**src/hdl/aer_params.svh**
```systemverilog
// array geometry, group size, timestamp and wishbone width macros
`ifndef AER_PARAMS_SVH
`define AER_PARAMS_SVH

// --------------------
// pixel array
// --------------------
// rows and columns of the sensor
`define AER_ROWS 4
`define AER_COLS 4
// edge of one arbitration group
`define AER_GRP_DIM 2

// --------------------
// timestamp
// --------------------
`define AER_TS_WIDTH 16
// clocks per timestamp tick
`define AER_TS_DIV 4

// --------------------
// wishbone slave
// --------------------
`define AER_WB_AW 2
`define AER_WB_DW 32

`endif

```
**src/hdl/aer_pkg.sv**
```systemverilog
// shared types for the aer arbiter: addresses, timestamp, event, wishbone, fsm state
`include "aer_params.svh"

package aer_pkg;

    // --------------------
    // pixel side
    // --------------------
    // row or column address
    // msb picks the group, lsb the pixel inside it
    typedef logic [$clog2(`AER_ROWS)-1:0] pixel_addr_t;

    typedef logic [`AER_TS_WIDTH-1:0] timestamp_t;

    // 1 = on, 0 = off
    typedef logic polarity_t;

    // bit 0 on request, bit 1 off request
    typedef logic [1:0] pixel_req_t;

    // winner out of a set of four
    typedef logic [1:0] arb_index_t;

    // event word, 21 bits, sits at the bottom of the read word
    typedef struct packed {
        timestamp_t  timestamp;
        pixel_addr_t row;
        pixel_addr_t col;
        polarity_t   polarity;
    } aer_event_t;

    // controller fsm
    typedef enum logic [1:0] {
        ARB_IDLE,
        ARB_GRANT,
        ARB_HOLD,
        ARB_SETTLE
    } arb_state_t;

    // --------------------
    // wishbone classic
    // --------------------
    typedef logic [`AER_WB_AW-1:0] wb_addr_t;
    typedef logic [`AER_WB_DW-1:0] wb_data_t;

    typedef struct packed {
        logic     cyc;
        logic     stb;
        logic     we;
        wb_addr_t adr;
        wb_data_t dat;
    } wb_req_t;

    typedef struct packed {
        logic     ack;
        wb_data_t dat;
    } wb_rsp_t;

endpackage

```
**src/hdl/aer_arbiter_top.sv**
```systemverilog
// aer arbiter top: group arbiters, group-level arbiter, controller, encoder, counter, bus port
`timescale 1ns/1ps
`include "aer_params.svh"

module aer_arbiter_top
(
    input  logic                                            clk_i,
    input  logic                                            reset_i,
    input  aer_pkg::pixel_req_t [`AER_ROWS-1:0][`AER_COLS-1:0] req_i,
    output logic [`AER_ROWS*`AER_COLS-1:0]                  gnt_o,
    input  aer_pkg::wb_req_t                                wb_i,
    output aer_pkg::wb_rsp_t                                wb_o
);

    import aer_pkg::*;

    localparam int NPIX  = `AER_ROWS * `AER_COLS;
    localparam int GPIX  = `AER_GRP_DIM * `AER_GRP_DIM;
    localparam int GCOLS = `AER_COLS / `AER_GRP_DIM;
    localparam int NGRP  = (`AER_ROWS / `AER_GRP_DIM) * GCOLS;

    logic [NPIX-1:0]            req_any;
    logic [NGRP-1:0][GPIX-1:0]  grp_req;
    logic [NGRP-1:0]            grp_any;
    logic [NGRP-1:0]            grp_advance;
    arb_index_t [NGRP-1:0]      pix_winner;
    arb_index_t                 grp_winner;
    logic                       top_advance;
    logic                       capture;
    logic                       pop;
    logic                       ts_clear;
    logic                       ev_valid;
    pixel_addr_t                row;
    pixel_addr_t                col;
    pixel_req_t                 pix_req;
    timestamp_t                 timestamp;
    aer_event_t                 ev;

    // --------------------
    // request reduction
    // --------------------
    // flat index row*cols+col, group slice by (row/2,col/2), pixel by (row%2,col%2)
    always_comb
    begin
        for (int r = 0; r < `AER_ROWS; r++)
        begin
            for (int c = 0; c < `AER_COLS; c++)
            begin
                req_any[r*`AER_COLS + c] = |req_i[r][c];
                grp_req[(r / `AER_GRP_DIM) * GCOLS + c / `AER_GRP_DIM]
                       [(r % `AER_GRP_DIM) * `AER_GRP_DIM + c % `AER_GRP_DIM] = |req_i[r][c];
            end
        end
    end

    // polarity bits of the addressed pixel
    assign pix_req = req_i[row][col];

    // --------------------
    // arbiters
    // --------------------
    for (genvar g = 0; g < NGRP; g++)
    begin : g_grp_arb
        rr_arbiter u_grp_arb (
            .clk_i     (clk_i),
            .reset_i   (reset_i),
            .req_i     (grp_req[g]),
            .advance_i (grp_advance[g]),
            .any_o     (grp_any[g]),
            .winner_o  (pix_winner[g])
        );
    end

    // upper level picks among the group any flags
    rr_arbiter u_top_arb (
        .clk_i     (clk_i),
        .reset_i   (reset_i),
        .req_i     (grp_any),
        .advance_i (top_advance),
        .any_o     (),
        .winner_o  (grp_winner)
    );

    aer_controller u_ctrl (
        .clk_i         (clk_i),
        .reset_i       (reset_i),
        .req_any_i     (req_any),
        .grp_any_i     (grp_any),
        .grp_winner_i  (grp_winner),
        .pix_winner_i  (pix_winner),
        .pop_i         (pop),
        .grp_advance_o (grp_advance),
        .top_advance_o (top_advance),
        .capture_o     (capture),
        .row_o         (row),
        .col_o         (col),
        .gnt_o         (gnt_o)
    );

    // --------------------
    // event path
    // --------------------
    event_encoder u_enc (
        .clk_i       (clk_i),
        .reset_i     (reset_i),
        .capture_i   (capture),
        .pop_i       (pop),
        .row_i       (row),
        .col_i       (col),
        .pix_req_i   (pix_req),
        .timestamp_i (timestamp),
        .valid_o     (ev_valid),
        .event_o     (ev)
    );

    timestamp_counter u_ts (
        .clk_i       (clk_i),
        .reset_i     (reset_i),
        .clear_i     (ts_clear),
        .timestamp_o (timestamp)
    );

    wb_event_port u_wb (
        .clk_i      (clk_i),
        .reset_i    (reset_i),
        .wb_i       (wb_i),
        .wb_o       (wb_o),
        .valid_i    (ev_valid),
        .event_i    (ev),
        .pop_o      (pop),
        .ts_clear_o (ts_clear)
    );

endmodule

```
**src/hdl/aer_controller.sv**
```systemverilog
// arbitration fsm: request register, grant pulse, arbiter advance, hold until pop
`timescale 1ns/1ps
`include "aer_params.svh"

module aer_controller
(
    input  logic                                  clk_i,
    input  logic                                  reset_i,
    input  logic [`AER_ROWS*`AER_COLS-1:0]        req_any_i,
    input  logic [3:0]                            grp_any_i,
    input  aer_pkg::arb_index_t                   grp_winner_i,
    input  aer_pkg::arb_index_t [3:0]             pix_winner_i,
    input  logic                                  pop_i,
    output logic [3:0]                            grp_advance_o,
    output logic                                  top_advance_o,
    output logic                                  capture_o,
    output aer_pkg::pixel_addr_t                  row_o,
    output aer_pkg::pixel_addr_t                  col_o,
    output logic [`AER_ROWS*`AER_COLS-1:0]        gnt_o
);

    import aer_pkg::*;

    localparam int NPIX = `AER_ROWS * `AER_COLS;

    arb_state_t       state_q;
    arb_state_t       state_d;
    logic [NPIX-1:0]  req_q;
    logic             win_ok;
    logic             capture;
    arb_index_t       pix_win;
    logic [3:0]       pix_sel;

    // --------------------
    // request register
    // --------------------
    always_ff @(posedge clk_i or posedge reset_i)
    begin
        if (reset_i)
        begin
            req_q <= '0;
        end
        else
        begin
            req_q <= req_any_i;
        end
    end

    // --------------------
    // winner address
    // --------------------
    // pixel winner of the group that won the upper level
    assign pix_win = pix_winner_i[grp_winner_i];
    // request may have been withdrawn since it was registered
    assign win_ok  = grp_any_i[grp_winner_i];

    // group bit on top, pixel-in-group bit below
    assign row_o   = {grp_winner_i[1], pix_win[1]};
    assign col_o   = {grp_winner_i[0], pix_win[0]};
    assign pix_sel = {row_o, col_o};

    assign capture = (state_q == ARB_GRANT) && win_ok;

    // one-hot grant, only in the grant cycle
    always_comb
    begin
        gnt_o = '0;
        if (capture)
        begin
            gnt_o[pix_sel] = 1'b1;
        end
    end

    // advance the group that won plus the upper level
    always_comb
    begin
        grp_advance_o = '0;
        if (capture)
        begin
            grp_advance_o[grp_winner_i] = 1'b1;
        end
    end

    assign top_advance_o = capture;
    assign capture_o     = capture;

    // --------------------
    // fsm
    // --------------------
    always_comb
    begin
        state_d = state_q;
        case (state_q)
            ARB_IDLE:
            begin
                if (|req_q)
                begin
                    state_d = ARB_GRANT;
                end
            end
            ARB_GRANT:
            begin
                // nothing left to grant, back to idle
                state_d = win_ok ? ARB_HOLD : ARB_IDLE;
            end
            ARB_HOLD:
            begin
                // back-pressure, event still unread
                if (pop_i)
                begin
                    state_d = ARB_SETTLE;
                end
            end
            default:
            begin
                // one cycle to flush stale registered requests
                state_d = ARB_IDLE;
            end
        endcase
    end

    always_ff @(posedge clk_i or posedge reset_i)
    begin
        if (reset_i)
        begin
            state_q <= ARB_IDLE;
        end
        else
        begin
            state_q <= state_d;
        end
    end

endmodule

```
**src/hdl/event_encoder.sv**
```systemverilog
// polarity selection and the event register with its valid flag
`timescale 1ns/1ps

module event_encoder
(
    input  logic                 clk_i,
    input  logic                 reset_i,
    input  logic                 capture_i,
    input  logic                 pop_i,
    input  aer_pkg::pixel_addr_t row_i,
    input  aer_pkg::pixel_addr_t col_i,
    input  aer_pkg::pixel_req_t  pix_req_i,
    input  aer_pkg::timestamp_t  timestamp_i,
    output logic                 valid_o,
    output aer_pkg::aer_event_t  event_o
);

    import aer_pkg::*;

    polarity_t  polarity;
    aer_event_t event_q;
    logic       valid_q;

    // on wins when both bits are set
    assign polarity = pix_req_i[0] ? 1'b1 : 1'b0;

    // --------------------
    // event register
    // --------------------
    always_ff @(posedge clk_i)
    begin
        if (capture_i)
        begin
            event_q.timestamp <= timestamp_i;
            event_q.row       <= row_i;
            event_q.col       <= col_i;
            event_q.polarity  <= polarity;
        end
    end

    // --------------------
    // valid flag
    // --------------------
    // set the cycle after capture, cleared the cycle after pop
    always_ff @(posedge clk_i or posedge reset_i)
    begin
        if (reset_i)
        begin
            valid_q <= 1'b0;
        end
        else if (capture_i)
        begin
            valid_q <= 1'b1;
        end
        else if (pop_i)
        begin
            valid_q <= 1'b0;
        end
    end

    assign valid_o = valid_q;
    assign event_o = event_q;

endmodule

```
**src/hdl/rr_arbiter.sv**
```systemverilog
// four-way round-robin arbiter with last-winner pointer
`timescale 1ns/1ps
`include "aer_params.svh"

module rr_arbiter
(
    input  logic                                      clk_i,
    input  logic                                      reset_i,
    input  logic [`AER_GRP_DIM*`AER_GRP_DIM-1:0]      req_i,
    input  logic                                      advance_i,
    output logic                                      any_o,
    output aer_pkg::arb_index_t                       winner_o
);

    import aer_pkg::*;

    // same size for the pixel level and the group level
    localparam int N = `AER_GRP_DIM * `AER_GRP_DIM;

    arb_index_t last_q;
    arb_index_t winner;
    logic       found;

    // search starts one past the last winner, wraps around
    always_comb
    begin
        arb_index_t idx;
        winner = last_q;
        found  = 1'b0;
        for (int k = 1; k <= N; k++)
        begin
            idx = last_q + arb_index_t'(k);
            if (!found && req_i[idx])
            begin
                winner = idx;
                found  = 1'b1;
            end
        end
    end

    // pointer reset to 3 so index 0 is looked at first
    always_ff @(posedge clk_i or posedge reset_i)
    begin
        if (reset_i)
        begin
            last_q <= arb_index_t'(N - 1);
        end
        else if (advance_i && found)
        begin
            // only moves on its own strobe
            last_q <= winner;
        end
    end

    assign any_o    = found;
    assign winner_o = winner;

endmodule

```
**src/hdl/timestamp_counter.sv**
```systemverilog
// prescaled free-running wall clock with synchronous clear
`timescale 1ns/1ps
`include "aer_params.svh"

module timestamp_counter
(
    input  logic                clk_i,
    input  logic                reset_i,
    input  logic                clear_i,
    output aer_pkg::timestamp_t timestamp_o
);

    import aer_pkg::*;

    localparam int DIV_W = $clog2(`AER_TS_DIV);
    localparam logic [DIV_W-1:0] PRESC_LAST = DIV_W'(`AER_TS_DIV - 1);

    logic [DIV_W-1:0] presc_q;
    timestamp_t       ts_q;

    always_ff @(posedge clk_i or posedge reset_i)
    begin
        if (reset_i)
        begin
            presc_q <= '0;
            ts_q    <= '0;
        end
        else if (clear_i)
        begin
            // host clear, both restart from zero
            presc_q <= '0;
            ts_q    <= '0;
        end
        else if (presc_q == PRESC_LAST)
        begin
            presc_q <= '0;
            // wraps at full width
            ts_q    <= ts_q + 1'b1;
        end
        else
        begin
            presc_q <= presc_q + 1'b1;
        end
    end

    assign timestamp_o = ts_q;

endmodule

```
**src/hdl/wb_event_port.sv**
```systemverilog
// wishbone classic slave: status, event pop and timestamp clear registers
`timescale 1ns/1ps

module wb_event_port
(
    input  logic                clk_i,
    input  logic                reset_i,
    input  aer_pkg::wb_req_t    wb_i,
    output aer_pkg::wb_rsp_t    wb_o,
    input  logic                valid_i,
    input  aer_pkg::aer_event_t event_i,
    output logic                pop_o,
    output logic                ts_clear_o
);

    import aer_pkg::*;

    // register map
    localparam wb_addr_t REG_STATUS   = 2'd0;
    localparam wb_addr_t REG_EVENT    = 2'd1;
    localparam wb_addr_t REG_TS_CLEAR = 2'd2;

    logic     access;
    logic     rd_pop;
    logic     wr_clear;
    wb_data_t rd_data;
    logic     ack_q;
    logic     pop_q;
    logic     clear_q;
    wb_data_t dat_q;

    // new access, the ack term keeps it to one per handshake
    assign access   = wb_i.cyc && wb_i.stb && !ack_q;
    assign rd_pop   = access && !wb_i.we && (wb_i.adr == REG_EVENT) && valid_i;
    assign wr_clear = access && wb_i.we && (wb_i.adr == REG_TS_CLEAR);

    // read mux, unmapped addresses read zero
    always_comb
    begin
        rd_data = '0;
        if (wb_i.adr == REG_STATUS)
        begin
            rd_data[0] = valid_i;
        end
        else if ((wb_i.adr == REG_EVENT) && valid_i)
        begin
            rd_data[$bits(aer_event_t)-1:0] = event_i;
        end
    end

    // ack plus side-effect strobes, all one cycle after the request
    always_ff @(posedge clk_i or posedge reset_i)
    begin
        if (reset_i)
        begin
            ack_q   <= 1'b0;
            pop_q   <= 1'b0;
            clear_q <= 1'b0;
        end
        else
        begin
            ack_q   <= access;
            pop_q   <= rd_pop;
            clear_q <= wr_clear;
        end
    end

    always_ff @(posedge clk_i)
    begin
        if (access)
        begin
            dat_q <= rd_data;
        end
    end

    assign wb_o.ack   = ack_q;
    assign wb_o.dat   = dat_q;
    assign pop_o      = pop_q;
    assign ts_clear_o = clear_q;

endmodule

```
**config.mk**
```make
export PLATFORM = sky130hd
export DESIGN_NAME = aer_arbiter_top
export DESIGN_NICKNAME = d
export VERILOG_FILES = /design/src/hdl/aer_pkg.sv /design/src/hdl/aer_arbiter_top.sv /design/src/hdl/aer_controller.sv /design/src/hdl/event_encoder.sv /design/src/hdl/rr_arbiter.sv /design/src/hdl/timestamp_counter.sv /design/src/hdl/wb_event_port.sv
export VERILOG_INCLUDE_DIRS = /design/src /design/src/hdl
export SDC_FILE = /design/constraint.sdc
export NUM_CORES = 1
export LEC_CHECK = 0
export BUFFER_PORTS_ARGS = -buffer_cell sky130_fd_sc_hd__buf_2
export CAP_MARGIN = 30
export CORE_UTILIZATION = 55
export DETAILED_ROUTE_END_ITERATION = 8
export PLACE_DENSITY = 0.81
export SLEW_MARGIN = 20
export SYNTH_ARGS = -nofsm -noshare
export SYNTH_HDL_FRONTEND = slang
export SYNTH_SLANG_ARGS = --single-unit
```
**constraint.sdc**
```tcl
create_clock -name clk_i -period 7.5 [get_ports clk_i]
set_input_delay 0.75 -clock clk_i [delete_from_list [all_inputs] [get_ports clk_i]]
set_output_delay 0.75 -clock clk_i [all_outputs]
set_load 0.01 [all_outputs]
```
==> impl_results.md <==
- DRC: 0
- FF-to-FF End: u_enc.event_o[3]
- Total Routed Length: 8729 µm
- CTS buffer count: 9
- Final Hold Slack: between 300 and 400 ps
- Initial antenna violation count: 0
- Crit path capture: gnt_o[8]
- Largest net degree at the start of global routing: 32
- RSZ-0062 raised after global routing: false
- Port-buffer cells: 76
- Pins Over Slew Limit: 0
- Skew-Pair Late Insertion Delay: about 350 ps
- Lkg Pwr: ~0.0021 µW
- Achievable frequency: 0.2403 GHz
- CP max stage cell: nor4_1
- Hold Buf Count CTS: 0
- Seq/Total Area, Yosys: ~57%
- Crit share post-route: a little under three fifths
- CTS tree: done
- X dimension of the die: about 92 µm
- Layout cells sized above 1: 27.92%
- CP Capture Type: primary output
- Row cnt: 32
- ANT cells: 0
- Depth of the CTS H-tree: 3
- Final min period: ~4200 ps
- Deepest clock path buffer count: 2
- Post-synth ARST share: 54.35%
- FF+latch count, synth: ~90
- Synth top area share: 28.47%
- Yosys warns: 0
- Crit Path Class: in -> out
- Max-cap check violation count: 0
- Post-layout util: between 60 and 70%
- Crit-path max FO: 11
- Post-Layout Inst Area: just over 5000 µm²
- Syn Inst Count: approximately 400
- Worst slew pin tran: between 800 and 900 ps
- Post-synth EDFFs: between 40 and 50
- Drt via density: roughly 5.6
- Status: complete, no violations
- Final hold viol count: 0
- Slew HR: roughly 45%
- Tot GR Track Use: 22.91%
- P&R area growth vs syn: 14.60%
- GPL Wtd Cong: around 0.92
- Syn_area_per_cell: between 10 and 15 µm²
- Most Frequent Cell on Critical Path: buf_2
- Pre-antenna DRT Iters: 4
- # setup viols final: 0
- Max IR drop VDD: 175.8 µV
- Full die area: 8418 µm²
- Main flop type after synthesis: edfxtp_1
- Die H: between 90 and 100 µm
- Final net count: about 550
- Number of distinct library cells after synthesis: 70
- Critical R2R Launch: u_top_arb.last_q[0]
- Detailed Place HPWL: 6404 µm
- Vias in the first global route: between 3,000 and 4,000
- Area leader, netlist: edfxtp_1
- Critical-path cell list: buf_2 > nor4_1 > nand2_1 > o2111ai_1 > nand2_4 > inv_2 > o21a_1 > nand3_1 > nor2_1 > buf_2
- Max incr delay on CP: 720 ps
- Routed Antenna Nets: 0
- Worst r2r path cells: 8
- Clk sinks: 92
- First-pass GRT wire length: 14,860 µm
- Post-synth top cells: nor2_1 (44), edfxtp_1 (42), dfrtp_1 (40), and2_1 (23), inv_1 (23)
- GRT overflow: 0
- Count leader, synth: nor2_1
- Initial Utilization: ~57%
- Post-CTS setup buffers: 0
- DR iter-0 viols: 251
- DR WL/cell: around 15 µm
- Critical Path RT: just under 7000 ps
- Crit start category: input pin
- Clock Tree Root: clkbuf_8
- TNS Setup: 0 ps
- Post_cts resized: 0
- IO Count: 120
- Reg2reg setup slack: just over 5000 ps
- Largest cells by area after synthesis: edfxtp_1 (28%), dfrtp_1 (23%), dfstp_2 (5.9%), nor2_1 (3.7%), and2_1 (3.2%)
- Power Density: ~330 nW/µm²
- Post-Syn Area: between 4000 and 5000 µm²
- Total number of vias: ~3,300
- Worst clock skew: 12.84 ps
- Hold Path Class: in -> async
- WP data arrival: ~3400 ps
- Clock slew at reported path FFs: 90 ps
- Placed cell areas: 4876 µm²
- Core Area: around 7800 µm²
- Critical Path Source: req_i[15]
[metrics by stage]
step | power [µW] | worst slack [ps] | instances
6_report | 1674 | 3338 | 582
5_1_grt | 1789 | 2995 | 582
4_1_cts | 1680 | 3381 | 582
3_5_place_dp | 1352 | 3429 | 567
3_3_place_gp | 1322 | 3441 | 566
2_1_floorplan | 1209 | 3764 | 408
[power by group]
part           internal [µW]  switching (µW)  leakage (µW)
registers                673            75.5      0.000991
logic                    251             348       0.00104
clock network            155             172     0.0000903
[critical path, delay by kind of cell]
kind / cells / cell delay [ps]
AO/OA/AOI/OAI: 2 / 770
AND/OR/NAND/NOR: 5 / 1410
buffers and inverters: 3 / 460
[logic make-up after synthesis]
group / after synthesis / synth area share (%)
and+or+nand+nor: 161 / 19.88
DFF: 92 / 56.99
AOI/OAI and AO/OA: 71 / 11.61
buffers and inverters: 46 / 5.168
muxes: 14 / 3.530
xor gates and xnor gates: 11 / 2.174
adders and majority gates: 2 / 0.5647
other: 1 / 0.08464
[cell type report]
class	count	area, µm²
Clock inverter	6	77.57
Fill cell	587	2690
Timing Repair Buffer	78	407.9
Clock buffer	9	123.9
Multi-Input combinational cell	270	1719
Tap cell	102	127.6
Sequential cell	92	2525
Inverter	25	96.34
[metal layers]
layer  vias to the layer above  global-route usage (%)  part of all wire (%)
li1                       1565                       -                     -
met1                      1560                   30.01                    42
met2                       147                   37.84                    50
met3                        10                   5.721                   6.7
met4                         0                   7.031                  0.89
met5                         -                       0                     0
[sequential cells by signal, summed over array words and instances, names as in the netlist]
register and count:
u_ts.timestamp_o 16, u_wb.ts_clear_o 1, u_wb.pop_o 1, u_wb.dat_q 21, g_grp_arb.u_grp_arb.last_q 8, u_ts.presc_q 2
u_enc.valid_o 1, u_ctrl.req_q 16, u_top_arb.last_q 2, u_wb.ack_q 1, u_ctrl.state_q 2, u_enc.event_o 21
[how the worst min path moves through the flow]
| stage | from | to | slack [ps] | depth (start not counted) |
|---|---|---|---|---|
| floorplan | u_ctrl.state_q[0] | u_ctrl.state_q[0] | 400 | 1 |
| global placement | u_ctrl.state_q[0] | u_ctrl.state_q[0] | 420 | 1 |
| detailed placement | u_ctrl.state_q[0] | u_ctrl.state_q[0] | 430 | 1 |
| CTS | reset_i | u_ts.timestamp_o[1] | 390 | 2 |
| global route | reset_i | u_ts.timestamp_o[6] | 410 | 2 |
| finish | reset_i | u_ts.timestamp_o[1] | 400 | 2 |
[placed cells by master, fill, tap and decap left out, types with 3 or more instances in the layout]
master	instances
a21o_1	4
a21oi_1	12
and2_1	23
buf_2	76
clkbuf_8	9
clkinvlp_4	3
conb_1	11
dfrtp_1	40
dfstp_2	10
edfxtp_1	42
inv_1	22
mux2_2	3
mux2i_1	10
nand2_1	21
nand2b_1	4
nand3_1	8
nand4_1	8
nor2_1	44
nor3_1	6
nor3b_1	5
nor4_1	10
o21a_1	5
o21ai_0	15
o21bai_1	3
o32ai_1	4
or2_2	8
or3_1	6
xnor2_1	4
xor2_1	7
No activity file was read; power rests on OpenSTA's default activity.
